**src/hdl/cpuPkg.sv**
```systemverilog
package cpuPkg;

	// Datapath and storage sizes
	localparam int dataWidth = 16;
	localparam int regAddrWidth = 4;
	localparam int imemAddrWidth = 8;
	localparam int dmemAddrWidth = 8;

	// NVZ flag register layout
	localparam int flagWidth = 3;
	localparam int flagN = 2;
	localparam int flagV = 1;
	localparam int flagZ = 0;

	// Opcode sits in bits 15..12 and any code not listed runs as a NOP
	// Register ops take rd in 11..8, rs in 7..4 and rt in 3..0 while shifts read 3..0 as the amount
	// and lw or sw use data reg 11..8, base 7..4 and a signed word offset in 3..0 while llb or lhb
	// put rd in 11..8 and the byte in 7..0 and a branch keeps its condition in 11..9 and a
	// signed 9-bit offset from PC+1
	typedef enum logic [3:0] {
		OpAdd = 4'h0,
		OpSub = 4'h1,
		OpXor = 4'h2,
		OpAnd = 4'h3,
		OpOr  = 4'h4,
		OpSll = 4'h5,
		OpSra = 4'h6,
		OpLw  = 4'h7,
		OpSw  = 4'h8,
		OpLlb = 4'h9,
		OpLhb = 4'hA,
		OpB   = 4'hB,
		OpHlt = 4'hF
	} opcodeT;

	// Branch conditions in bits 11..9
	typedef enum logic [2:0] {
		CondNe = 3'd0,
		CondEq = 3'd1,
		CondGt = 3'd2,
		CondLt = 3'd3,
		CondGe = 3'd4,
		CondLe = 3'd5,
		CondOv = 3'd6,
		CondAl = 3'd7
	} condT;

	// Operand source selects for execute
	localparam logic [1:0] fwdReg = 2'b00;
	localparam logic [1:0] fwdWb = 2'b01;
	localparam logic [1:0] fwdMem = 2'b10;

	// Bubble word, opcode 0xC
	localparam logic [dataWidth-1:0] nopInstr = 16'hC000;

	// First register operand, zero when the instruction reads none
	function automatic logic [regAddrWidth-1:0] regSrcA(input logic [dataWidth-1:0] instr);
		logic [regAddrWidth-1:0] src;
		case (opcodeT'(instr[15:12]))
			OpAdd, OpSub, OpXor, OpAnd, OpOr, OpSll, OpSra, OpLw, OpSw: src = instr[7:4];
			default: src = '0;
		endcase
		return src;
	endfunction

	// Second register operand
	// Store and byte loads read their rd field here
	function automatic logic [regAddrWidth-1:0] regSrcB(input logic [dataWidth-1:0] instr);
		logic [regAddrWidth-1:0] src;
		case (opcodeT'(instr[15:12]))
			OpAdd, OpSub, OpXor, OpAnd, OpOr: src = instr[3:0];
			OpSw, OpLlb, OpLhb: src = instr[11:8];
			default: src = '0;
		endcase
		return src;
	endfunction

endpackage

```
**src/hdl/memory.sv**
```systemverilog
`timescale 1ns/1ns

module memory (
	input  logic clk,
	input  logic [cpuPkg::dataWidth-1:0] addr,
	input  logic [cpuPkg::dataWidth-1:0] writeData,
	input  logic memWrite,
	output logic [cpuPkg::dataWidth-1:0] readData
);
	import cpuPkg::*;

	logic [dataWidth-1:0] dmem [0:(1 << dmemAddrWidth)-1];
	logic [dmemAddrWidth-1:0] wordAddr;

	// Untouched words read as zero
	initial begin
		for (int i = 0; i < (1 << dmemAddrWidth); i++) begin
			dmem[i] = '0;
		end
	end

	// Upper address bits wrap onto the array
	assign wordAddr = addr[dmemAddrWidth-1:0];

	// Store lands at the clock edge
	always @(posedge clk) begin
		if (memWrite) begin
			dmem[wordAddr] <= writeData;
		end
	end

	// Load data available in the same cycle
	assign readData = dmem[wordAddr];

endmodule

```
**config.mk**
```make
export PLATFORM = sky130hd
export DESIGN_NAME = memory
export DESIGN_NICKNAME = d
export VERILOG_FILES = /design/src/hdl/cpuPkg.sv /design/src/hdl/memory.sv
export SDC_FILE = /design/constraint.sdc
export NUM_CORES = 2
export LEC_CHECK = 0
export ABC_AREA = 0
export BUFFER_PORTS_ARGS = -buffer_cell sky130_fd_sc_hd__buf_2
export CAP_MARGIN = 20
export CELL_PAD_IN_SITES_DETAIL_PLACEMENT = 1
export CELL_PAD_IN_SITES_GLOBAL_PLACEMENT = 2
export CORE_UTILIZATION = 42
export CTS_CLUSTER_DIAMETER = 150
export DETAILED_ROUTE_END_ITERATION = 10
export PLACE_DENSITY = 0.73
export SYNTH_ARGS = -nofsm -noshare
export SYNTH_HDL_FRONTEND = slang
export SYNTH_SLANG_ARGS = --single-unit
```
**constraint.sdc**
```tcl
create_clock -name clk -period 6.52 [get_ports clk]
set_input_delay 0.652 -clock clk [delete_from_list [all_inputs] [get_ports clk]]
set_output_delay 0.652 -clock clk [all_outputs]
set_load 0.01 [all_outputs]
```
Word-level counts from Yosys, hierarchy flattened
Memories as Yosys holds them, arrays and structs flattened.
Cells that the tools add are included.
{"block": "classes", "mux": 2}
{"cell": "1-bit 2-to-1 mux", "count": 2}
{"block": "word_totals", "register_bits": 0, "mem_bits_rw": 4096, "out_inout_bits": 16, "elab_cells": 3, "mem_count": 1}
{"memory": "dmem", "words": 256, "width": 16, "rd": 1, "rd_clocked_by_memory_dff": 0, "write_ports": 1, "line_no": "memory.sv:12", "text": "logic [dataWidth-1:0] dmem [0:(1 << dmemAddrWidth)-1];"}

Logic depth before layout (Yosys ltp)
{"block": "logic_depth", "depth_word": 2, "depth_mapped": 10, "mapped_depth_nobuf": 5}

Worst setup path after synthesis
No wires, ideal clock.
{"block": "synth_path", "kind": "in2reg", "startpoint": "input port addr[0] in the netlist's numbering", "endpoint": "memory dmem[145][0] (enable)", "arrival_time_ns": 2.941, "setup_slack_ns": 3.170, "stages": 7, "n_path_buf": 5, "path_cell_list": "clkbuf_1 buf_6 clkbuf_1 buf_2 nand2b_1 clkbuf_1 nor3_1"}
{"element": "start, declared", "line_no": "memory.sv:5", "text": "input logic [cpuPkg::dataWidth-1:0] addr,"}
{"element": "end, declared", "line_no": "memory.sv:12"}
Straight into the memory's write port.

Final worst setup path
{"block": "layout_path", "startpoint": "input port addr[0] in the netlist's numbering", "endpoint": "output port readData[7] in the netlist's numbering"}
{"block": "layout_between", "elab_chain_cells": 1}
{"element": "memory read 256 x 16 bit"}
{"element": "end, declared", "line_no": "memory.sv:8", "text": "output logic [cpuPkg::dataWidth-1:0] readData"}
No other way between the ends.

==> results.yml <==
yosys:
  seq_area_frac_synth: 0.793
  ys_ff_latch: 4096
  avgSynthCellArea_sq_um: 23.1
  ys_warn_count: 0
  syn_inst: 6711
  synth.distinct_cells: 21
  netlist_area_sq_um: 155000
  syn-num-nets: 6745
worst_setup_path:
  path_delay_family: "compound AO/OA/AOI/OAI gates"
  worstSetupStartpointType: "input port"
  path_buf_inv: 4
  crit_type: "input port to primary output"
  critPathMaxStageDelay_ns: 0.83
  crit_top_cell: "buf_12"
  critPathSlowestCell: "o41ai_1"
  crit_path_end_kind: "primary output"
  cp_max_fo: 78
  required_ns: 5.87
  cp.arrival_ns: 4.98
  path_cells: "buf_12 -> buf_12 -> buf_4 -> mux4_2 -> a22oi_1 -> a21oi_1 -> o41ai_1 -> nand4_1 -> buf_2"
routing:
  drt_iter0_markers: 8747
  num_vias: 74600
  routedWlPerCell_um: 33.5
  drc: 0
  ant_nets: 0
  dr.pass1.iters: 7
  wl_um: 416000
  vias_per_cell: 6.00
die:
  die_x_um: 610
  core_area_sq_um: 367000
  ios: 50
  initial_core_util: 0.423
  dieArea_sq_um: 372000
  rows: 222
  chipHeight_um: 610
timing:
  period_share: 0.864
  worstMarginPinSlew_ns: 1.21
  slew_headroom: 0.194
  fin_tns_setup_ns: 0
  hold_violations: 0
  setup_viol: 0
  fin_crit_ns: 5.64
  maxSlewViolCount: 0
  fmax_mhz: 177
  rsz0062_at_grt: "false"
finish:
  fill_cells: 32400
  area_growth_pct: 14.9
  finish.instance_area_sq_um: 178000
  layout_commonest_cell: "edfxtp_1"
  largestRegisters: "dmem: 4096 flops"
  drive_gt1_frac: 0.296
  top_register: "dmem"
  largest_reg_flops: 4096
  nets: 7273
  fin_util: 0.486
  mostFrequentLayoutCells: "edfxtp_1, mux4_2, a22oi_1"
power_and_ir_drop:
  p_total_uw: 55300
  ir_drop_v: 0.000243
  power.switching_uw: 11900
  p_sw_frac: 0.215
  cellPowerDensity_nw_per_um2: 311
  internal-power_uw: 43400
  pwr-share-clk: 0.429
  comb_power_share: 0.046
  seqPwrFrac: 0.525
  power_leakage_uw: 0.0547
clocking:
  cts-root-buf: "clkbuf_16"
  clock-sinks: 4096
  cts_tree: "built"
  clk_path_buf_depth: 4
  postCtsSetupBuffers: 0
  numCtsBuffers: 415
  cts_resized: 0
  ctsHtreeMaxLevel: 5
  clkTransAtPathRegs_ns: 0.06
  ctsHoldBuffers: 0
placed_design:
  gp_congestion: 0.798
  numPortBuffers: 41
  dp_hpwl_um: 241000
  place_area_sq_um: 164000
global_routing:
  grt_overflow: 0
  grt_max_degree: 185
  antenna_found_initial: 15
  grt_pass1_vias: 78100
  grt_pass1_wl_um: 587000
  grt_use_total: 0.221
min_path:
  worstHoldPathType: "input port to flop"
run_status:
  outcome: "finished, final reports clean"
flow_run:
  drv_cap: 0
-- per-stage QoR --
stage / cells / setup slack, ns / hold WS [ns]
CTS: 12400 / 0.784 / 0.0270
finish: 12400 / 0.884 / 0.0896
detailed placement: 11600 / 0.797 / 1.06
global placement: 11600 / 0.797 / 1.05
global route: 12400 / 0.813 / 0.0705
floorplan: 6711 / 3.17 / 0.751
-- cell type report --
cell class              instances  area (sq um)  area share
diodes                         14          35.0    0.000197
clock buffers                 505         10700      0.0603
clock inverters               263          2820      0.0158
inverters                       1          3.75   0.0000211
multi-input cells            2194         30700       0.172
flip-flops and latches       4096        123000       0.690
well taps                    4816          6030      0.0338
repair buffers                531          4790      0.0269
-- synthesized netlist by cell type (all sizes together) --
cell,count,area [sq um]
a21oi,256,1280
a22oi,512,3840
and2,3,18.8
buf,171,985
clkbuf,249,935
edfxtp,4096,123000
inv,1,3.75
mux4,1024,23100
nand2,28,105
nand2b,6,37.5
nand3,13,65.1
nand4,16,100
nor2,232,871
nor2b,7,43.8
nor3,30,150
o41ai,64,561
or2,2,12.5
or3,1,6.26
-- power by group through the flow --
| stage | combinational (uW) | sequential (uW) | clock [uW] |
|---|---|---|---|
| 3_5_place_dp | 2570 | 29600 | 0 |
| 6_report | 2540 | 29000 | 23700 |
| 4_1_cts | 2580 | 29000 | 24100 |
| 2_1_floorplan | 1260 | 29600 | 0 |
| 5_1_grt | 2660 | 29000 | 24900 |
| 3_3_place_gp | 2490 | 29600 | 0 |
-- metal layers --
metal,track usage,routed length [um]
met3,0.0328,28700
met2,0.368,207000
met5,0,0
met4,0.0689,13800
met1,0.301,166000
-- cell families (layout without fill, tap and decap cells) --
kind of cell | Yosys count | after routing | synth area share
mux | 1024 | 1024 | 0.149
buf+inv | 421 | 1300 | 0.0124
simple gates | 338 | 338 | 0.00909
compound gates | 832 | 832 | 0.0367
other cells | 0 | 14 | 0
flops | 4096 | 4096 | 0.793
-- final timing paths --
check | start | endpoint | slack [ns] | cells after the start
min | writeData[2] | dmem[147][2]$_DFFE_PP_ | 0.09 | 1
max | addr[0] | readData[7] | 0.88 | 9
Power figures use the tool's default switching activity.
