<file path="src/hdl/cpuPkg.sv">
package cpuPkg;

	// Datapath and storage sizes
	localparam int dataWidth = 16;
	localparam int regAddrWidth = 4;
	localparam int imemAddrWidth = 8;
	localparam int dmemAddrWidth = 8;

	// NVZ flag register layout
	localparam int flagWidth = 3;
	localparam int flagN = 2;
	localparam int flagV = 1;
	localparam int flagZ = 0;

	// Opcode sits in bits 15..12 and any code not listed runs as a NOP
	// Register ops take rd in 11..8, rs in 7..4 and rt in 3..0 while shifts read 3..0 as the amount
	// and lw or sw use data reg 11..8, base 7..4 and a signed word offset in 3..0 while llb or lhb
	// put rd in 11..8 and the byte in 7..0 and a branch keeps its condition in 11..9 and a
	// signed 9-bit offset from PC+1
	typedef enum logic [3:0] {
		OpAdd = 4'h0,
		OpSub = 4'h1,
		OpXor = 4'h2,
		OpAnd = 4'h3,
		OpOr  = 4'h4,
		OpSll = 4'h5,
		OpSra = 4'h6,
		OpLw  = 4'h7,
		OpSw  = 4'h8,
		OpLlb = 4'h9,
		OpLhb = 4'hA,
		OpB   = 4'hB,
		OpHlt = 4'hF
	} opcodeT;

	// Branch conditions in bits 11..9
	typedef enum logic [2:0] {
		CondNe = 3'd0,
		CondEq = 3'd1,
		CondGt = 3'd2,
		CondLt = 3'd3,
		CondGe = 3'd4,
		CondLe = 3'd5,
		CondOv = 3'd6,
		CondAl = 3'd7
	} condT;

	// Operand source selects for execute
	localparam logic [1:0] fwdReg = 2'b00;
	localparam logic [1:0] fwdWb = 2'b01;
	localparam logic [1:0] fwdMem = 2'b10;

	// Bubble word, opcode 0xC
	localparam logic [dataWidth-1:0] nopInstr = 16'hC000;

	// First register operand, zero when the instruction reads none
	function automatic logic [regAddrWidth-1:0] regSrcA(input logic [dataWidth-1:0] instr);
		logic [regAddrWidth-1:0] src;
		case (opcodeT'(instr[15:12]))
			OpAdd, OpSub, OpXor, OpAnd, OpOr, OpSll, OpSra, OpLw, OpSw: src = instr[7:4];
			default: src = '0;
		endcase
		return src;
	endfunction

	// Second register operand
	// Store and byte loads read their rd field here
	function automatic logic [regAddrWidth-1:0] regSrcB(input logic [dataWidth-1:0] instr);
		logic [regAddrWidth-1:0] src;
		case (opcodeT'(instr[15:12]))
			OpAdd, OpSub, OpXor, OpAnd, OpOr: src = instr[3:0];
			OpSw, OpLlb, OpLhb: src = instr[11:8];
			default: src = '0;
		endcase
		return src;
	endfunction

endpackage

</file>
<file path="src/hdl/hazardUnit.sv">
`timescale 1ns/1ns

module hazardUnit (
	input  logic [cpuPkg::dataWidth-1:0] instrId,
	input  logic [cpuPkg::regAddrWidth-1:0] rdEx,
	input  logic memReadEx,
	input  logic setsFlagsEx,
	input  logic [cpuPkg::regAddrWidth-1:0] rsEx,
	input  logic [cpuPkg::regAddrWidth-1:0] rtEx,
	input  logic [cpuPkg::regAddrWidth-1:0] rdMem,
	input  logic regWriteMem,
	input  logic [cpuPkg::regAddrWidth-1:0] rdWb,
	input  logic regWriteWb,
	output logic stall,
	output logic [1:0] forwardA,
	output logic [1:0] forwardB
);
	import cpuPkg::*;

	logic [regAddrWidth-1:0] srcA;
	logic [regAddrWidth-1:0] srcB;
	logic loadUse;
	logic flagUse;

	// Sources of the instruction waiting in decode
	assign srcA = regSrcA(instrId);
	assign srcB = regSrcB(instrId);

	// Load result is only ready after the memory stage
	assign loadUse = memReadEx && (rdEx != '0) && ((rdEx == srcA) || (rdEx == srcB));

	// Branch must see flags from the instruction now in execute
	assign flagUse = (opcodeT'(instrId[15:12]) == OpB) && setsFlagsEx;

	assign stall = loadUse || flagUse;

	// Younger result in memory beats the one in writeback
	function automatic logic [1:0] pickForward(
		input logic [regAddrWidth-1:0] src,
		input logic [regAddrWidth-1:0] memRd,
		input logic memWe,
		input logic [regAddrWidth-1:0] wbRd,
		input logic wbWe
	);
		logic [1:0] sel;
		if (memWe && memRd != '0 && memRd == src) begin
			sel = fwdMem;
		end else if (wbWe && wbRd != '0 && wbRd == src) begin
			sel = fwdWb;
		end else begin
			sel = fwdReg;
		end
		return sel;
	endfunction

	always_comb begin
		forwardA = pickForward(rsEx, rdMem, regWriteMem, rdWb, regWriteWb);
		forwardB = pickForward(rtEx, rdMem, regWriteMem, rdWb, regWriteWb);
	end

endmodule

</file>
<file path="config.mk">
export PLATFORM = sky130hd
export DESIGN_NAME = hazardUnit
export DESIGN_NICKNAME = d
export VERILOG_FILES = /design/src/hdl/cpuPkg.sv /design/src/hdl/hazardUnit.sv
export SDC_FILE = /design/constraint.sdc
export NUM_CORES = 1
export LEC_CHECK = 0
export ABC_AREA = 0
export BUFFER_PORTS_ARGS = -buffer_cell sky130_fd_sc_hd__buf_2
export CORE_MARGIN = 4
export CORE_UTILIZATION = 30
export DETAILED_ROUTE_END_ITERATION = 10
export GPL_TIMING_DRIVEN = 0
export PLACE_DENSITY = 0.67
export SLEW_MARGIN = 20
export SYNTH_ARGS = -nofsm -noshare
export SYNTH_HDL_FRONTEND = slang
export SYNTH_SLANG_ARGS = --single-unit
</file>
<file path="constraint.sdc">
create_clock -name vclk -period 2.25
set_clock_uncertainty 0.1 [all_clocks]
set_input_delay 0.5625 -clock vclk [all_inputs]
set_output_delay 0.5625 -clock vclk [all_outputs]
set_load 0.01 [all_outputs]
</file>
* Word-level counts from Yosys, hierarchy flattened
Cells that the tools add are included.
W data, S select, Z words.
** Operators by class
- Muxes and demuxes :: 6
- Reductions and logical operators :: 18
- Equal/unequal tests :: 17
** Operator list (count)
- $eq A4 B4 Y1 :: 6
- $eq A4 B3 Y1 const B :: 4
- $eq A4 B4 Y1 const B :: 4
- $reduce_bool A4 Y1 :: 3
- $logic_and A1 B1 Y1 :: 9
- $reduce_or A9 Y1 :: 1
- $eq A4 B2 Y1 const B :: 2
- $pmux W4 S2 :: 1
- $reduce_or A5 Y1 :: 1
- $eq A4 B1 Y1 const B :: 1
- $logic_not A4 Y1 :: 1
- $mux W2 :: 2
- $mux W4 :: 1
- $reduce_or A3 Y1 :: 1
- $logic_or A1 B1 Y1 :: 2
- $mux W1 :: 2
** Storage, ports and cells
- Logic and storage cells :: 41
- Bits of input ports :: 40
- Register bits after elaboration :: 0
- Output and inout bits :: 5

* Logic depth before layout (Yosys ltp)
Gate-level depths: netlist of the first run.
- Depth in word-level cells :: 7
- Mapped depth :: 6

* Least setup slack after synthesis of the first run
Ideal clock, no wire load.
- Kind :: input to output
- From :: input port instrId[12] in the netlist's numbering
- To :: output port stall
- Data arrival time :: 1.837 ns
- Slack :: -0.250 ns
- Buffers on the path :: 1
- Data required time :: 1.587 ns
- Stages on the path :: 6
- Cell sequence :: buf_2 -> nor4b_1 -> nor4_2 -> xnor2_1 -> a2111o_1 -> a21oi_1
** Between the ends
- Word-level cells in the longest chain between the ends :: 7
- Elaborated cells between the ends (all ways) :: 23
** RTL lines
- start, declared :: line hazardUnit.sv:4 : input logic [cpuPkg::dataWidth-1:0] instrId,
- $eq A4 B1 Y1 (tied with other cells) :: line cpuPkg.sv:59, cpuPkg.sv:70
- $reduce_or A5 Y1 (tied with other cells) :: line cpuPkg.sv:70 : case (opcodeT'(instr[15:12]))
- $pmux W4 S2 / $mux W4 (equally long branches) :: line cpuPkg.sv:70, cpuPkg.sv:59
- $eq A4 B4 Y1 :: line hazardUnit.sv:30 : assign loadUse = memReadEx && (rdEx != '0) && ((rdEx == srcA) || (rdEx == srcB));
- $logic_or A1 B1 Y1 :: line hazardUnit.sv:30
- $logic_and A1 B1 Y1 :: line hazardUnit.sv:30
- $logic_or A1 B1 Y1 * :: line hazardUnit.sv:35 : assign stall = loadUse || flagUse;
- end, declared :: line hazardUnit.sv:14 : output logic stall,
Mark *: on every way between the ends. The rest lies on a longest branch, timed or not.

* Worst setup path in the final report of the first run
- From :: input port instrId[14] in the netlist's numbering
- To :: output port stall
Same word-level chain as after synthesis.

==> metrics, run 1 <==
M2 GR Usage 0.240; count of final setup violators 1; fin crit period 2.60 ns; yosys warns 0; Sequential Area 0 sq um; Hold Path Stages 4; GPL Wtd Cong 0.774; die area 2590 sq um; Post-Syn Nets 112; slew of the pin with the lowest slew margin 0.418 ns; Layout clock buffers 0; Crit. End Element primary output; status complete, but fails checks; Core Region 1750 sq um; hold-critical path endpoint forwardB[1]; layout cells sized above 1 0.585; most frequent cells in the layout buf_2, xnor2_1, nor4bb_4; Initial Util 0.317; wire length per cell 12.9 um; Vias 735; Post-DRT Antenna Nets 0; Filler cells 165; Rows 15; drt total wl 1.84 mm; Final nets 160; Worst path slowest cell nor4bb_2; Max-cap violations 0; largest net degree at the start of global routing 11; TritonRoute pass-1 iters 4; WP data required 1.59 ns; CP arrival 1.93 ns; Place WS -0.462 ns; kind of cell adding the most delay to the critical path simple AND/OR/NAND/NOR gates; CP Cell Sequence buf_12 > buf_4 > nor4bb_2 > nor4_2 > xnor2_1 > a2111o_1 > a21oi_2 > buf_2; crit-path max FO 5; final hold vios 0; Seq/Total Area, Yosys 0; WP depth 8; Synth cell types 28; Area after DPL 903 sq um; Seq cells 0; 1st-iter DRT viols 1; GR peak layer met2; antenna violations before repair 0; Port Buffers 43; failing checks setup timing; min-delay src regWriteMem; Die Y 50.9 um; Final Core Density 0.594; Syn Inst Count 72; P&R area growth vs syn 87.6%; M3 GR Usage 0.0117; min-delay worst type input pin to primary output; hpwl dp 1.53 mm; leading cell type in the layout, fill and taps excluded buf_2; critical path class input pin to primary output; area occupied by multi-input gates 667 sq um; first-pass GRT wire length 2.77 mm; GRT Resource Usage Total 0.129; mapped cell area 553 sq um; final non-filler cell area 1040 sq um; slew margin rel. 0.718; grt met1 use 0.168; Period Utilization, post-route 1.15; fin. max-slew vios 0; DRC violation count after routing 0; n_diodes 0; crit path launch type input pin; Buf/Inv on CP 3; vias per inst 5.14; fmax 385 MHz; Power per Cell Area 179 nW/um^2; fin worst setup slack -0.345 ns; Hold Buf Count CTS 0; VDD IR max 0.0844 mV; IO Count 45; GRT overflow 0; Die X 50.9 um; vias in the first global route 665; Setup TNS Final -0.345 ns; RSZ-0062 raised after global routing true; hold slack 1.36 ns; Mean Syn Cell Area 7.68 sq um; CP peak stage delay 0.33 ns; Lkg Pwr 0.445 nW
-- power breakdown --
group	switching, W	total, W	internal [W]
clock	0	0	0
combinational	0.0000791	0.000185	0.000106
sequential	0	0	0
-- cells by family (layout without fill, tap and decap cells) --
group,after synthesis,in the layout,share of synthesized area
compound gates,13,13,0.161
xor+xnor,21,21,0.333
buf+inv,4,50,0.0520
simple gates,34,34,0.455
-- what timing repair did --
| item | CTS | global route |
|---|---|---|
| resized for setup | 7 | 10 |
| cloned | 0 | 1 |
| buffers inserted | 0 | 2 |
| endpoints found under the setup margin | 3 | 1 |
| pin swaps | 5 | 8 |
-- how the worst max path moves through the flow --
| stage | from | to | slack (ns) |
|---|---|---|---|
| 3_5_place_dp | instrId[14] | stall | -0.46 |
| 3_3_place_gp | instrId[14] | stall | -0.44 |
| 2_1_floorplan | instrId[15] | stall | -0.13 |
| 6_report | instrId[14] | stall | -0.35 |
| 5_1_grt | instrId[14] | stall | -0.44 |
| 4_1_cts | instrId[14] | stall | -0.39 |
-- per-layer routing --
layer  wire (um)  vias to the layer above
met5           0                        -
met1         736                      342
li1            -                      375
met4           0                        0
met2        1010                       18
met3          95                        0
-- synth_stat cells (3+ instances only) --
master,number,share of area
nand4_1,4,0.045
nor4b_1,3,0.048
a21oi_1,5,0.045
nor4bb_1,7,0.13
nand2_1,4,0.027
xnor2_1,19,0.30
-- per-stage QoR --
stage	total power, W	instances
floorplan	0.0000977	72
global placement	0.000157	140
detailed placement	0.000161	140
CTS	0.000168	140
global route	0.000201	143
finish	0.000185	143
-- layout make-up --
type                            count  share of cell area
Multi-Input combinational cell     68               0.643
Timing Repair Buffer               46               0.267
Buffer                              4              0.0603
Tap cell                           25              0.0302
Power figures use the tool's default switching activity.
==> run 2, diff against run 1 <==
--- a/config.mk
+++ b/config.mk
@@ -11,7 +11,7 @@
 export CORE_UTILIZATION = 30
 export DETAILED_ROUTE_END_ITERATION = 10
 export GPL_TIMING_DRIVEN = 0
-export PLACE_DENSITY = 0.67
+export PLACE_DENSITY = 0.74
 export SLEW_MARGIN = 20
 export SYNTH_ARGS = -nofsm -noshare
 export SYNTH_HDL_FRONTEND = slang
==> run 2 against run 1 <==
The flow still finishes with violations (setup timing). Critical path depth is 1 higher. Largest power group unchanged. Fmax decreased by 1.5%. Global-route usage up 1.6 points. Flip-flop and latch count is the same. Sequential share of layout area stayed put. Critical path type unchanged. Power is 3.4% higher.
==> metrics, run 2 (synthesis gave the netlist of run 1 again) <==
status complete, but fails checks (unchanged); failing checks setup timing (unchanged); Period Utilization, post-route 1.17 (was 1.15); TritonRoute pass-1 iters 4 (unchanged); GRT overflow 0 (unchanged); fin. max-slew vios 0 (unchanged); count of final setup violators 1 (unchanged); Final nets 161 (was 160); largest net degree at the start of global routing 11 (unchanged); Die Y 50.9 um (unchanged); GRT Resource Usage Total 0.145 (was 0.129); Final Core Density 0.609 (was 0.594); leading cell type in the layout, fill and taps excluded buf_2 (unchanged); layout cells sized above 1 0.613 (was 0.585); Seq cells 0 (unchanged); die area 2590 sq um (unchanged); Power per Cell Area 180 nW/um^2 (was 179 nW/um^2); slew margin rel. 0.661 (was 0.718); wire length per cell 13.4 um (was 12.9 um); IO Count 45 (unchanged); Post-DRT Antenna Nets 0 (unchanged); Core Region 1750 sq um (unchanged); crit-path max FO 7 (was 5); fin worst setup slack -0.385 ns (was -0.345 ns); CP arrival 1.97 ns (was 1.93 ns); Layout clock buffers 0 (unchanged); fin crit period 2.64 ns (was 2.60 ns); most frequent cells in the layout buf_2, xnor2_1, nor4bb_4 (unchanged); Initial Util 0.317 (unchanged); vias in the first global route 733 (was 665); first-pass GRT wire length 3.14 mm (was 2.77 mm); vias per inst 5.28 (was 5.14); Port Buffers 43 (unchanged); antenna violations before repair 0 (unchanged); Max-cap violations 0 (unchanged); crit path launch type input pin (unchanged); critical path class input pin to primary output (unchanged); GPL Wtd Cong 0.786 (was 0.774); Place WS -0.475 ns (was -0.462 ns); drt total wl 1.93 mm (was 1.84 mm); final hold vios 0 (unchanged); RSZ-0062 raised after global routing true (unchanged); 1st-iter DRT viols 3 (was 1); DRC violation count after routing 0 (unchanged); hpwl dp 1.56 mm (was 1.53 mm); VDD IR max 0.0909 mV (was 0.0844 mV); final non-filler cell area 1060 sq um (was 1040 sq um); total power 0.000191 W (was 0.000185 W); Vias 760 (was 735); Rows 15 (unchanged); Crit. End Element primary output (unchanged); Die X 50.9 um (unchanged); WP data required 1.59 ns (about the same); fmax 379 MHz (was 385 MHz); P&R area growth vs syn 92.3% (was 87.6%); min-delay worst type input pin to primary output (unchanged); hold slack 1.37 ns (was 1.36 ns); Area after DPL 903 sq um (unchanged); Lkg Pwr 0.458 nW (was 0.445 nW); slew of the pin with the lowest slew margin 0.503 ns (was 0.418 ns); Sequential Area 0 sq um (unchanged); n_diodes 0 (unchanged)
run 2: cell type report:
| class | count | area (sq um) |
|---|---|---|
| fillers | 159 | 682 |
| plain buffers | 4 | 57.6 |
| well taps | 25 | 31.3 |
| multi-input cells | 68 | 699 |
| repair buffers | 47 | 275 |
run 2: through the flow:
step	std cells	setup TNS (ns)
after floorplan	72	-0.131
after global placement	140	-0.451
after detailed placement	140	-0.499
after CTS	144	-0.418
after global routing	144	-0.428
final	144	-0.385
run 2: final timing paths:
path,from,to,slack [ns],cells after the start
worst max-delay path,instrId[15],stall,-0.39,9
worst min-delay path,regWriteMem,forwardA[1],1.37,4
run 2: what timing repair did:
item / 4_1_cts / 5_1_grt
hold buffers: 0 / 0
pin swaps: 7 / 4
gates resized for setup: 7 / 14
buffers inserted: 3 / 0
setup endpoints to repair: 3 / 3
gates cloned: 1 / 0
run 2: power breakdown:
group | internal [W] | total [W] | leakage, nW | switching, W
clock network | 0 | 0 | 0 | 0
registers | 0 | 0 | 0 | 0
logic | 0.000107 | 0.000191 | 0.458 | 0.0000847
total | 0.000107 | 0.000191 | 0.458 | 0.0000847
run 2: layer usage:
layer,routed length [um],track usage
met1,767,0.165
met2,990,0.292
met3,171,0.0233
met4,0,0
met5,0,0
run 2: worst max-delay path, cell delays in order:
cell and delay [ns]:
buf_8 0.11, buf_12 0.12, buf_6 0.11, nand2_2 0.05, a211oi_2 0.04, or3_1 0.35, a2111o_1 0.38, a21oi_2 0.11
buf_2 0.13
