File: src/hdl/cpuPkg.sv
package cpuPkg;

	// Datapath and storage sizes
	localparam int dataWidth = 16;
	localparam int regAddrWidth = 4;
	localparam int imemAddrWidth = 8;
	localparam int dmemAddrWidth = 8;

	// NVZ flag register layout
	localparam int flagWidth = 3;
	localparam int flagN = 2;
	localparam int flagV = 1;
	localparam int flagZ = 0;

	// Opcode sits in bits 15..12 and any code not listed runs as a NOP
	// Register ops take rd in 11..8, rs in 7..4 and rt in 3..0 while shifts read 3..0 as the amount
	// and lw or sw use data reg 11..8, base 7..4 and a signed word offset in 3..0 while llb or lhb
	// put rd in 11..8 and the byte in 7..0 and a branch keeps its condition in 11..9 and a
	// signed 9-bit offset from PC+1
	typedef enum logic [3:0] {
		OpAdd = 4'h0,
		OpSub = 4'h1,
		OpXor = 4'h2,
		OpAnd = 4'h3,
		OpOr  = 4'h4,
		OpSll = 4'h5,
		OpSra = 4'h6,
		OpLw  = 4'h7,
		OpSw  = 4'h8,
		OpLlb = 4'h9,
		OpLhb = 4'hA,
		OpB   = 4'hB,
		OpHlt = 4'hF
	} opcodeT;

	// Branch conditions in bits 11..9
	typedef enum logic [2:0] {
		CondNe = 3'd0,
		CondEq = 3'd1,
		CondGt = 3'd2,
		CondLt = 3'd3,
		CondGe = 3'd4,
		CondLe = 3'd5,
		CondOv = 3'd6,
		CondAl = 3'd7
	} condT;

	// Operand source selects for execute
	localparam logic [1:0] fwdReg = 2'b00;
	localparam logic [1:0] fwdWb = 2'b01;
	localparam logic [1:0] fwdMem = 2'b10;

	// Bubble word, opcode 0xC
	localparam logic [dataWidth-1:0] nopInstr = 16'hC000;

	// First register operand, zero when the instruction reads none
	function automatic logic [regAddrWidth-1:0] regSrcA(input logic [dataWidth-1:0] instr);
		logic [regAddrWidth-1:0] src;
		case (opcodeT'(instr[15:12]))
			OpAdd, OpSub, OpXor, OpAnd, OpOr, OpSll, OpSra, OpLw, OpSw: src = instr[7:4];
			default: src = '0;
		endcase
		return src;
	endfunction

	// Second register operand
	// Store and byte loads read their rd field here
	function automatic logic [regAddrWidth-1:0] regSrcB(input logic [dataWidth-1:0] instr);
		logic [regAddrWidth-1:0] src;
		case (opcodeT'(instr[15:12]))
			OpAdd, OpSub, OpXor, OpAnd, OpOr: src = instr[3:0];
			OpSw, OpLlb, OpLhb: src = instr[11:8];
			default: src = '0;
		endcase
		return src;
	endfunction

endpackage

File: src/hdl/execute.sv
`timescale 1ns/1ns

module execute (
	input  cpuPkg::opcodeT op,
	input  logic [cpuPkg::dataWidth-1:0] instrEx,
	input  logic [cpuPkg::dataWidth-1:0] regDataA,
	input  logic [cpuPkg::dataWidth-1:0] regDataB,
	input  logic [1:0] forwardA,
	input  logic [1:0] forwardB,
	input  logic [cpuPkg::dataWidth-1:0] aluOutMem,
	input  logic [cpuPkg::dataWidth-1:0] writeDataWb,
	output logic [cpuPkg::dataWidth-1:0] aluOut,
	output logic [cpuPkg::dataWidth-1:0] storeData,
	output logic [cpuPkg::flagWidth-1:0] flagsNext,
	output logic [cpuPkg::flagWidth-1:0] flagsWe
);
	import cpuPkg::*;

	logic [dataWidth-1:0] opA;
	logic [dataWidth-1:0] opB;
	logic [dataWidth-1:0] sum;
	logic [dataWidth-1:0] diff;
	logic [dataWidth-1:0] memOffset;
	logic [3:0] shamt;
	logic [7:0] imm8;
	logic ovf;

	// Operand source from the register file or a later stage
	function automatic logic [dataWidth-1:0] pickOperand(
		input logic [1:0] sel,
		input logic [dataWidth-1:0] regVal,
		input logic [dataWidth-1:0] memVal,
		input logic [dataWidth-1:0] wbVal
	);
		logic [dataWidth-1:0] val;
		case (sel)
			fwdMem: val = memVal;
			fwdWb: val = wbVal;
			default: val = regVal;
		endcase
		return val;
	endfunction

	always_comb begin
		opA = pickOperand(forwardA, regDataA, aluOutMem, writeDataWb);
		opB = pickOperand(forwardB, regDataB, aluOutMem, writeDataWb);
	end

	// Immediate fields
	assign shamt = instrEx[3:0];
	assign imm8 = instrEx[7:0];
	assign memOffset = {{(dataWidth-4){instrEx[3]}}, instrEx[3:0]};

	assign sum = opA + opB;
	assign diff = opA - opB;

	// sw data register arrives on operand B
	assign storeData = opB;

	always_comb begin
		aluOut = '0;
		ovf = 1'b0;
		flagsWe = '0;
		case (op)
			OpAdd: begin
				aluOut = sum;
				// Like signs in, other sign out
				ovf = (opA[dataWidth-1] == opB[dataWidth-1]) &&
					(sum[dataWidth-1] != opA[dataWidth-1]);
				flagsWe = '1;
			end
			OpSub: begin
				aluOut = diff;
				ovf = (opA[dataWidth-1] != opB[dataWidth-1]) &&
					(diff[dataWidth-1] != opA[dataWidth-1]);
				flagsWe = '1;
			end
			OpXor: begin
				aluOut = opA ^ opB;
				flagsWe[flagZ] = 1'b1;
			end
			OpAnd: begin
				aluOut = opA & opB;
				flagsWe[flagZ] = 1'b1;
			end
			OpOr: begin
				aluOut = opA | opB;
				flagsWe[flagZ] = 1'b1;
			end
			OpSll: begin
				aluOut = opA << shamt;
				flagsWe[flagZ] = 1'b1;
			end
			OpSra: begin
				aluOut = $signed(opA) >>> shamt;
				flagsWe[flagZ] = 1'b1;
			end
			// Word address for memory ops
			OpLw, OpSw: aluOut = opA + memOffset;
			// Byte merge into the old rd value
			OpLlb: aluOut = {opB[15:8], imm8};
			OpLhb: aluOut = {imm8, opB[7:0]};
			default: aluOut = '0;
		endcase
	end

	always_comb begin
		flagsNext = '0;
		flagsNext[flagN] = aluOut[dataWidth-1];
		flagsNext[flagV] = ovf;
		flagsNext[flagZ] = (aluOut == '0);
	end

endmodule

File: config.mk
export PLATFORM = sky130hd
export DESIGN_NAME = execute
export DESIGN_NICKNAME = d
export VERILOG_FILES = /design/src/hdl/cpuPkg.sv /design/src/hdl/execute.sv
export SDC_FILE = /design/constraint.sdc
export NUM_CORES = 1
export LEC_CHECK = 0
export ABC_AREA = 1
export BUFFER_PORTS_ARGS = -buffer_cell sky130_fd_sc_hd__buf_2
export CORE_AREA = 2 2 163 101
export DETAILED_ROUTE_END_ITERATION = 7
export DIE_AREA = 0 0 165 103
export GPL_ROUTABILITY_DRIVEN = 0
export PLACE_DENSITY = 0.66
export SETUP_SLACK_MARGIN = 0.02
export SLEW_MARGIN = 20
export SYNTH_ARGS = -nofsm -noshare
export SYNTH_HDL_FRONTEND = slang
export SYNTH_SLANG_ARGS = --single-unit
File: constraint.sdc
create_clock -name vclk -period 12.5
set_input_delay 2.5 -clock vclk [all_inputs]
set_output_delay 2.5 -clock vclk [all_outputs]
set_load 0.05 [all_outputs]
**Word-level counts from Yosys, hierarchy flattened**

Index checks and enable logic that the tools add are counted.

- Register bits: 0
- Latch bits: 0
- Bits in writable memories: 0
- Bits in read-only memories: 0
- Input port bits: 88
- Output and inout port bits: 38
- Memories kept: 0

- Add/subtract/negate cells: 3
- Multiply operators: 0
- Divide/modulo/power cells: 0
- Order comparisons: 0
- Eq/ne operators: 18
- Shift-type cells: 2
- Muxes and demuxes: 6
- Bitwise gates (word level): 3
- Reduce and logical (&&, ||, !) cells: 7

Operators with widths:

| cell | number |
|---|---|
| case mux 16 bit (10 select lines) | 1 |
| case mux 16 bit (2 select lines) | 2 |
| adder 16 bit | 2 |
| AND 16 bit | 1 |
| == test 4 x 3 -> 1 bit, second input constant | 4 |
| zero test 16 bit | 1 |
| OR 16 bit | 1 |
| << shifter 16 x 4 -> 16 bit | 1 |
| >>> shifter 16 x 4 -> 16 bit | 1 |
| subtractor 16 bit | 1 |
| XOR 16 bit | 1 |
| == test 4 bit, second input constant | 3 |
| == test 4 x 2 -> 1 bit, second input constant | 2 |
| OR reduction 7 bit | 1 |
| == test 2 x 1 -> 1 bit, second input constant | 2 |
| == test 2 bit, second input constant | 2 |
| == test 4 x 1 -> 1 bit, second input constant | 1 |
| zero test 4 bit | 1 |
| OR reduction 2 bit | 2 |
| inequality test 1 bit | 3 |
| logical AND 1 bit | 2 |
| 2-to-1 mux 2 bit | 1 |
| case mux 1 bit (2 select lines) | 1 |
| == test 1 bit | 1 |
| 2-to-1 mux 1 bit | 1 |

**Longest topological paths before layout**

Gate-level depths: netlist of run 1.

- Depth after elaboration: 6
- Mapped depth: 26
- Mapped depth without buffers: 24

**Worst setup path after synthesis of run 1**

OpenSTA, ideal clock, no wires.

- Path kind: input to output
- Start: input forwardB[0]
- End: output flagsNext[0] in the netlist's numbering
- Arrival: 6475 ps
- Slack: 3525 ps
- Cell stages on the path: 23
- Cell sequence: inv_1 > ha_1 > inv_2 > buf_6 > buf_2 > nand3_1 > o21ai_2 > inv_1 > ha_1 > inv_1 > fa_1 > nand3b_1 > nand2_1 > nand2_1 > nand2_1 > nand2_1 > a21oi_1 > nor2_1 > nor2_1 > nand4_1 > nor2_1 > nand2_1 > nor2_2

- Longest elaborated chain between the ends: 5
- Elaborated cells between the ends (all ways): 10

Ends and longest elaborated chain:

| element | RTL line | RTL |
|---|---|---|
| start, declared | execute.sv:9 | `input logic [1:0] forwardB,` |
| == test 2 x 1 -> 1 bit or == test 2 bit (tied branches) | execute.sv:36 | `case (sel)` |
| case mux 16 bit (2 select lines) (*) | execute.sv:36 |  |
| via storeData (one bit) | execute.sv:13 | `output logic [cpuPkg::dataWidth-1:0] storeData,` |
| subtractor 16 bit or adder 16 bit (tied branches) | execute.sv:55, execute.sv:54 |  |
| case mux 16 bit (10 select lines) (*) | execute.sv:64 | `case (op)` |
| via aluOut (one bit) | execute.sv:12 | `output logic [cpuPkg::dataWidth-1:0] aluOut,` |
| zero test 16 bit (*) | execute.sv:111 | `flagsNext[flagZ] = (aluOut == '0);` |
| end, declared | execute.sv:14 | `output logic [cpuPkg::flagWidth-1:0] flagsNext,` |

Mark *: on every way through the listed nets, which the timed path passes. The rest lies on a longest branch.

**Final worst setup path of run 1**

- Start: input forwardA[0]
- End: output flagsNext[0] in the netlist's numbering

- Longest elaborated chain between the ends: 5
- Elaborated cells between the ends (all ways): 13

Ends and longest elaborated chain:

| element | RTL line | RTL |
|---|---|---|
| start, declared | execute.sv:8 | `input logic [1:0] forwardA,` |
| == test 2 x 1 -> 1 bit or == test 2 bit (tied branches) | execute.sv:36 |  |
| case mux 16 bit (2 select lines) (*) | execute.sv:36 |  |
| adder 16 bit (tied with other cells) | execute.sv:99 | `OpLw, OpSw: aluOut = opA + memOffset;` |
| case mux 16 bit (10 select lines) (*) | execute.sv:64 |  |
| zero test 16 bit (*) | execute.sv:111 |  |

Every way passes the cells marked *; elsewhere a longest branch is shown, timed or not.

==> results of run 1 <==
## worst paths after layout
path	start	to	slack [ps]	cells after the start
max	forwardA[0]	flagsNext[0]	3210	25
min	op[1]	flagsWe[1]	5390	3
## layout make-up
type	instances	area share, %
Tap cell	209	3.90
Inverter	145	8.12
Timing Repair Buffer	120	9.03
Multi-Input combinational cell	1023	78.9
## power groups by stage
stage                     clock network [mW]  registers (mW)  logic, mW
after floorplan                            0               0      0.412
after global placement                     0               0      0.545
after detailed placement                   0               0      0.553
after CTS                                  0               0      0.556
after global routing                       0               0      0.627
final                                      0               0      0.574
## per-layer routing
layer | wire length [µm] | share of wire, %
met1 | 11800 | 44
met2 | 10100 | 38
met3 | 4420 | 17
met4 | 395 | 1.5
met5 | 0 | 0
## cells by family (layout without fill, tap and decap cells)
kind of cell / after synthesis / after routing / share of synthesized area [%]
xor gates and xnor gates: 3 / 3 / 0.430
buffers and inverters: 194 / 265 / 13.3
AOI/OAI and AO/OA: 136 / 136 / 13.2
and+or+nand+nor: 812 / 812 / 58.0
adders and majority gates: 72 / 72 / 15.1
## cell usage after synthesis (all sizes together)
cell type  instances  area (µm²)
o22ai             11        68.8
o21a               9        68.8
nor2             108         413
a21oi             50         250
buf               35         216
ha                69         863
nand3            223        1120
o21bai             5        37.5
clkinv             2        7.51
inv              143         537
a2bb2oi            1        8.76
nor4               3        18.8
o21ai             44         239
xnor2              1        8.76
a21o               3        22.5
nand2            414        1590
or2               24         150
o211ai             2        15.0
nor3              14        75.1
xor2               2        17.5
a22o               6        52.6
fa                 3        60.1
nand4             18         113
nand3b             7        52.6
a31oi              1        6.26
o31ai              1        7.51
o2111ai            3        26.3
and2               1        6.26
clkbuf            14        52.6
## per-stage QoR
stage	hold WS, ps	power (mW)	instances
finish	5390	0.574	1497
global route	5410	0.627	1497
CTS	5390	0.556	1497
detailed placement	5390	0.553	1497
global placement	5380	0.545	1497
floorplan	5180	0.412	1217
==> flow_metrics.py, run 1 <==
metrics = {
    "setup_path": {
        "crit_arrival_ps": 6790,
        "start_kind": "input pin",
        "critPathBufInv": 6,
        "required_ps": 10000,
        "crit_top_cell": "nand2_1",
        "path_class": "in -> out",
        "cp_slowest_cell": "fa_1",
        "critPathMaxStageDelay_ps": 480,
        "end_kind": "output pin",
        "cp_max_fo": 32,
        "cp_top_family": "simple AND/OR/NAND/NOR gates",
    },
    "global_routing": {
        "met3_usage_pct": 9.01,
        "grt_usage_pct": 30.9,
        "grt_max_degree": 38,
        "grt_overflow_total": 0,
        "antenna_found_initial": 0,
        "top_usage_layer": "met1",
        "grt_first_pass_wirelength_mm": 40.5,
        "gr-usage-met2_pct": 44.0,
        "grt_pass1_vias": 7380,
        "use_met1_pct": 46.2,
    },
    "power": {
        "vdd_drop_max_mv": 0.0468,
        "combPwrFrac_pct": 100.0,
        "p_sw_uw": 414,
        "seq_power_share_pct": 0,
        "switching_share_pct": 72.1,
        "p_clk_share_pct": 0,
        "power.leakage_nw": 3.79,
        "p_per_area_nw_per_um2": 85.7,
        "p_int_uw": 160,
    },
    "sta": {
        "fmax_mhz": 108,
        "finalHoldViolations": 0,
        "worst_slew_pin_slew_ps": 1040,
        "min_period_over_period_pct": 74.3,
        "setup_viol_count_final": 0,
        "setup_total_negative_slack_ps": 0,
        "fin_crit_ps": 9290,
        "relSlewSlack_pct": 30.3,
        "drv_slew": 0,
        "grt_setup_unrepaired": "false",
        "setup_ws_ps": 3210,
    },
    "route": {
        "firstDrtPassIters": 6,
        "routedWlPerCell_um": 17.8,
        "drt_iter0_markers": 1228,
        "vias": 8604,
        "viasPerCell": 5.75,
        "final_antenna_net_count": 0,
        "drc": 0,
        "routed_wl_mm": 26.7,
    },
    "layout": {
        "final_common_cell": "nand2_1",
        "final_core_util_pct": 42.6,
        "clkbuf_count": 0,
        "multi_input_area_um2": 5290,
        "n_sequential_cell": 0,
        "fill_cells": 1778,
        "diodes": 0,
        "regArea_um2": 0,
        "drive_above_1_share_pct": 12.2,
        "fin_area_um2": 6700,
        "layout_common_cells": "nand2_1, nand3_1, inv_1",
        "synthToLayoutAreaGrowth_pct": 9.80,
        "nets": 1450,
    },
    "synth": {
        "synth_area_per_cell_um2": 5.02,
        "syn_nets": 1377,
        "syn-cell-area_um2": 6100,
        "synth_cell_types": 41,
        "syn_inst": 1217,
        "seq_area_frac_synth_pct": 0,
        "yosysWarningCount": 0,
    },
    "die": {
        "die_h_um": 103,
        "die-width_um": 165,
        "initial_utilization_pct": 38.8,
        "fp.dieArea_um2": 17000,
        "fp-row-count": 36,
        "core_um2": 15700,
        "io_pins": 126,
    },
    "worst_hold_path": {
        "hold_class": "in -> out",
    },
    "placement": {
        "dp_hpwl_mm": 22.3,
        "portBuffers": 118,
        "pre_cts_ws_ps": 3400,
        "place_area_um2": 6700,
    },
    "outcome": {
        "status": "finished, final reports clean",
    },
    "clocking": {
        "postCtsHoldBufs": 0,
        "post_cts_buffers": 0,
        "post_cts_resized": 0,
    },
    "flow_run": {
        "cap_violations": 0,
    },
}
Power figures use the tool's default switching activity.
==> inputs of run 2 (changes only) <==
- ABC_AREA: 1 -> 0
- CORE_AREA: 2 2 163 101 -> 2 2 166 103
- DIE_AREA: 0 0 165 103 -> 0 0 168 105
- PLACE_DENSITY: 0.66 -> 0.67
- clock period: 12.5 -> 8.1 ns (I/O delays scaled with it)
==> flow_metrics.py, run 2 <==
metrics = {
    "outcome": {
        "status": "finished, violations left",
        "failed_checks": "design-rule violations",
    },
    "route": {
        "drt_iter0_markers": 1521,
        "vias": 8171,
        "routed_wl_mm": 27.6,
        "routedWlPerCell_um": 22.9,
        "final_antenna_net_count": 0,
        "firstDrtPassIters": 8,
        "viasPerCell": 6.80,
        "drc": 36,
    },
    "setup_path": {
        "end_kind": "output pin",
        "cp_max_fo": 9,
        "crit_start": "forwardA[0]",
        "start_kind": "input pin",
        "path_class": "in -> out",
        "crit_arrival_ps": 6260,
        "worstSetupEndpoint": "flagsNext[0]",
        "required_ps": 6480,
    },
    "synth": {
        "syn_nets": 1071,
        "synth-xor-area-share_pct": 3.06,
        "synth_area_per_cell_um2": 6.92,
        "synth_top_area_share_pct": 13.7,
        "seq_area_frac_synth_pct": 0,
        "syn-cell-area_um2": 6300,
        "synth_cell_types": 77,
        "yosysMostFrequentCell": "nor2_1",
        "synth_top_family_by_area": "compound AO/OA/AOI/OAI gates",
        "netlist_top_cells_area": "ha_1, mux4_2, nor2_1",
        "synth-compound-area-share_pct": 34.6,
        "yosysWarningCount": 0,
        "synthAdderAreaFrac_pct": 14.7,
        "synth_top_area_cell": "ha_1",
        "synth_mux_area_share_pct": 12.7,
        "synthSimpleGateAreaFrac_pct": 26.5,
        "syn_inst": 911,
        "synthTopCellsByCount": "nor2_1, nand2_1, ha_1",
    },
    "global_routing": {
        "grt_usage_pct": 29.7,
        "gr-usage-met2_pct": 39.1,
        "top_usage_layer": "met1",
        "grt_pass1_vias": 7146,
        "use_met1_pct": 45.2,
        "grt_first_pass_wirelength_mm": 41.4,
        "grt_overflow_total": 0,
        "met3_usage_pct": 11.6,
        "antenna_found_initial": 1,
        "grt_max_degree": 35,
    },
    "sta": {
        "worst_slew_pin_slew_ps": 1190,
        "setup_viol_count_final": 0,
        "finalHoldViolations": 0,
        "setup_total_negative_slack_ps": 0,
        "min_period_over_period_pct": 97.3,
        "drv_slew": 0,
        "relSlewSlack_pct": 19.8,
        "grt_setup_unrepaired": "false",
        "fin_crit_ps": 7880,
        "fmax_mhz": 127,
    },
    "placement": {
        "dp_hpwl_mm": 22.4,
        "portBuffers": 118,
    },
    "die": {
        "fp-row-count": 36,
        "fp.dieArea_um2": 17600,
        "io_pins": 126,
        "die_h_um": 105,
        "die-width_um": 168,
        "initial_utilization_pct": 39.4,
        "core_um2": 16000,
    },
    "worst_hold_path": {
        "hold_class": "in -> out",
    },
    "layout": {
        "synthToLayoutAreaGrowth_pct": 15.0,
        "clkbuf_count": 0,
        "drive_above_1_share_pct": 22.4,
        "n_sequential_cell": 0,
        "final_core_util_pct": 45.3,
        "layout_common_cells": "buf_2, nor2_1, nand2_1",
        "nets": 1154,
        "final_common_cell": "buf_2",
        "fill_cells": 1650,
        "regArea_um2": 0,
    },
    "clocking": {
        "post_cts_buffers": 0,
    },
    "flow_run": {
        "cap_violations": 0,
    },
}
## run 2: cell types whose count changed after synthesis, moves of 18 or more
cell	change
mux4_2	+20
nor3_1	+22
nor2_1	-22
nand2_1	-322
clkbuf_1	+49
mux2i_1	+18
a22oi_1	+27
o21ai_0	+26
nand3_1	-207
inv_1	-82
## run 2: stage by stage
step | area (µm²) | hold slack, ps | instances | setup WS, ps
6_report | 7250 | 3710 | 1202 | 219
5_1_grt | 7240 | 3730 | 1201 | 41.8
4_1_cts | 7190 | 3710 | 1201 | 127
3_5_place_dp | 7190 | 3710 | 1201 | 133
3_3_place_gp | 7190 | 3710 | 1201 | 258
2_1_floorplan | 6340 | 3460 | 911 | 44.9
## run 2: worst min-delay path by stage
| stage | startpoint | endpoint | slack (ps) | cells after the start |
|---|---|---|---|---|
| CTS | regDataB[7] | storeData[7] | 3710 | 4 |
| detailed placement | regDataB[7] | storeData[7] | 3710 | 4 |
| global route | regDataB[2] | storeData[2] | 3730 | 4 |
| finish | regDataB[2] | storeData[2] | 3710 | 4 |
| global placement | regDataB[2] | storeData[2] | 3710 | 4 |
| floorplan | regDataB[4] | storeData[4] | 3460 | 2 |
## run 2: logic make-up (layout without fill, tap and decap cells)
group | Yosys count | in the layout
adder cells (fa/ha/maj) | 72 | 72
AND/OR/NAND/NOR | 322 | 322
multiplexers | 49 | 49
XOR/XNOR | 22 | 22
AO/OA/AOI/OAI | 312 | 312
other | 0 | 1
buffers and inverters | 134 | 215
## run 2: layer usage
metal / wire length [µm] / vias up
li1: - / 3652
met1: 11800 / 3757
met2: 10200 / 703
met3: 5190 / 59
met4: 480 / 0
met5: 0 / -
## run 2: repair_timing
action                     CTS  global route
setup endpoints to repair    0             1
hold buffers                 0             0
resized for setup            0            11
## run 2: final cells by class
class                      count  area [µm²]  share of cell area (%)
multi-input combinational    777        5880                    81.1
timing repair buffer         156         878                    12.1
tap                          209         262                    3.61
inverter                      59         225                    3.11
antenna                        1        2.50                  0.0345
## run 2: worst max-delay path, stage by stage
cell and delay (ps):
buf_2 100, inv_1 40, ha_2 340, clkinvlp_4 210
buf_4 240, mux2i_2 190, inv_1 140, ha_1 210
inv_1 70, fa_1 450, o21bai_1 220, a21oi_1 110
xor2_1 150, a22o_1 260, a211oi_1 450, nand4_1 290
nor4_2 300, nand4bb_1 310, nor4_4 280, clkbuf_4 270
==> inputs of run 3 (changes only) <==
- CORE_AREA: 2 2 166 103 -> 2 2 191 118
- DIE_AREA: 0 0 168 105 -> 0 0 193 120
- PLACE_DENSITY: 0.67 -> 0.53
- clock period: 8.1 -> 7.63 ns (I/O delays scaled with it)
==> flow_metrics.py, run 3 (synthesized netlist as in run 2, its figures left out) <==
metrics = {
    "global_routing": {
        "grt_max_degree": 41,
        "antenna_found_initial": 1,
        "grt_usage_pct": 25.9,
        "grt_overflow_total": 0,
        "grt_first_pass_wirelength_mm": 45.9,
        "grt_pass1_vias": 7418,
    },
    "power": {
        "p_per_area_nw_per_um2": 131,
        "power.leakage_nw": 3.30,
        "vdd_drop_max_mv": 0.0964,
    },
    "setup_path": {
        "path_class": "in -> out",
        "required_ps": 6100,
        "end_kind": "output pin",
        "crit_arrival_ps": 5940,
        "cp_max_fo": 11,
        "start_kind": "input pin",
    },
    "sta": {
        "drv_slew": 0,
        "setup_ws_ps": 164,
        "setup_viol_count_final": 0,
        "fmax_mhz": 134,
        "fin_crit_ps": 7470,
        "relSlewSlack_pct": 24.0,
        "holdWs_ps": 3510,
        "finalHoldViolations": 0,
        "min_period_over_period_pct": 97.9,
        "worst_slew_pin_slew_ps": 1130,
    },
    "layout": {
        "final_core_util_pct": 35.7,
        "finalNonFillerCells": 1311,
        "n_sequential_cell": 0,
        "final_common_cell": "buf_2",
        "clkbuf_count": 0,
        "synthToLayoutAreaGrowth_pct": 22.0,
        "regArea_um2": 0,
        "nets": 1187,
        "diodes": 0,
        "fill_cells": 2355,
        "drive_above_1_share_pct": 25.8,
        "layout_common_cells": "buf_2, nor2_1, nand2_1",
        "fin_area_um2": 7690,
    },
    "route": {
        "firstDrtPassIters": 7,
        "viasPerCell": 6.19,
        "vias": 8113,
        "drc": 0,
        "routed_wl_mm": 30.6,
        "routedWlPerCell_um": 23.3,
        "final_antenna_net_count": 0,
        "drt_iter0_markers": 1081,
    },
    "die": {
        "die-width_um": 193,
        "fp.dieArea_um2": 23200,
        "core_um2": 21500,
        "io_pins": 126,
        "fp-row-count": 42,
        "die_h_um": 120,
        "initial_utilization_pct": 29.3,
    },
    "placement": {
        "dp_hpwl_mm": 25.4,
        "pre_cts_ws_ps": 84.8,
        "dp_cells": 1308,
        "place_area_um2": 7570,
        "portBuffers": 118,
    },
    "outcome": {
        "status": "finished, final reports clean",
    },
    "worst_hold_path": {
        "hold_class": "in -> out",
        "hold_depth": 4,
    },
    "flow_run": {
        "cap_violations": 0,
    },
    "clocking": {
        "postCtsHoldBufs": 0,
    },
}
[run 3: metrics by stage]
stage	power [mW]	setup TNS, ps
2_1_floorplan	0.663	0
3_3_place_gp	0.953	0
3_5_place_dp	0.956	0
4_1_cts	0.962	0
5_1_grt	1.08	-36.3
6_report	1.01	0
[run 3: worst max-delay path, cell delays in order]
cell	delay, ps
buf_2	110
inv_1	60
ha_2	290
buf_4	190
buf_4	190
buf_4	170
nor2b_1	160
nor2_1	690
ha_1	410
mux2i_1	140
o22ai_1	80
a2111oi_0	580
o21ai_0	210
nor2_1	300
nor4b_1	280
o21ai_1	160
nor4_4	140
buf_4	230
[run 3: path summary, 6_finish.rpt]
path	end	slack (ps)	start
worst max-delay path	flagsNext[0]	160	forwardA[0]
worst min-delay path	storeData[8]	3510	regDataB[8]
[run 3: repair_timing]
item | 4_1_cts | 5_1_grt
setup buffers | 0 | 3
resized for setup | 0 | 22
endpoints found under the setup margin | 0 | 1
[run 3: area by class of cell]
type | count | area, µm² | share of cell area [%]
multi-input combinational | 777 | 5950 | 77.4
timing repair buffer | 189 | 1150 | 15.0
tap | 286 | 358 | 4.65
inverter | 59 | 225 | 2.93
[run 3: report_power, final]
group          switching (mW)  total, mW  internal, mW  leakage [nW]
Sequential                  0          0             0             0
Combinational           0.646       1.01         0.361          3.30
Clock                       0          0             0             0
[run 3: layer usage]
layer / routed length [µm] / GRT usage [%] / vias up / share of wire [%]
met4: 469 / 3.41 / 2 / 1.5
met5: 12 / 0 / - / 0.039
li1: - / - / 3697 / -
met1: 14500 / 40.1 / 3860 / 47
met3: 4390 / 9.42 / 38 / 14
met2: 11300 / 33.8 / 516 / 37
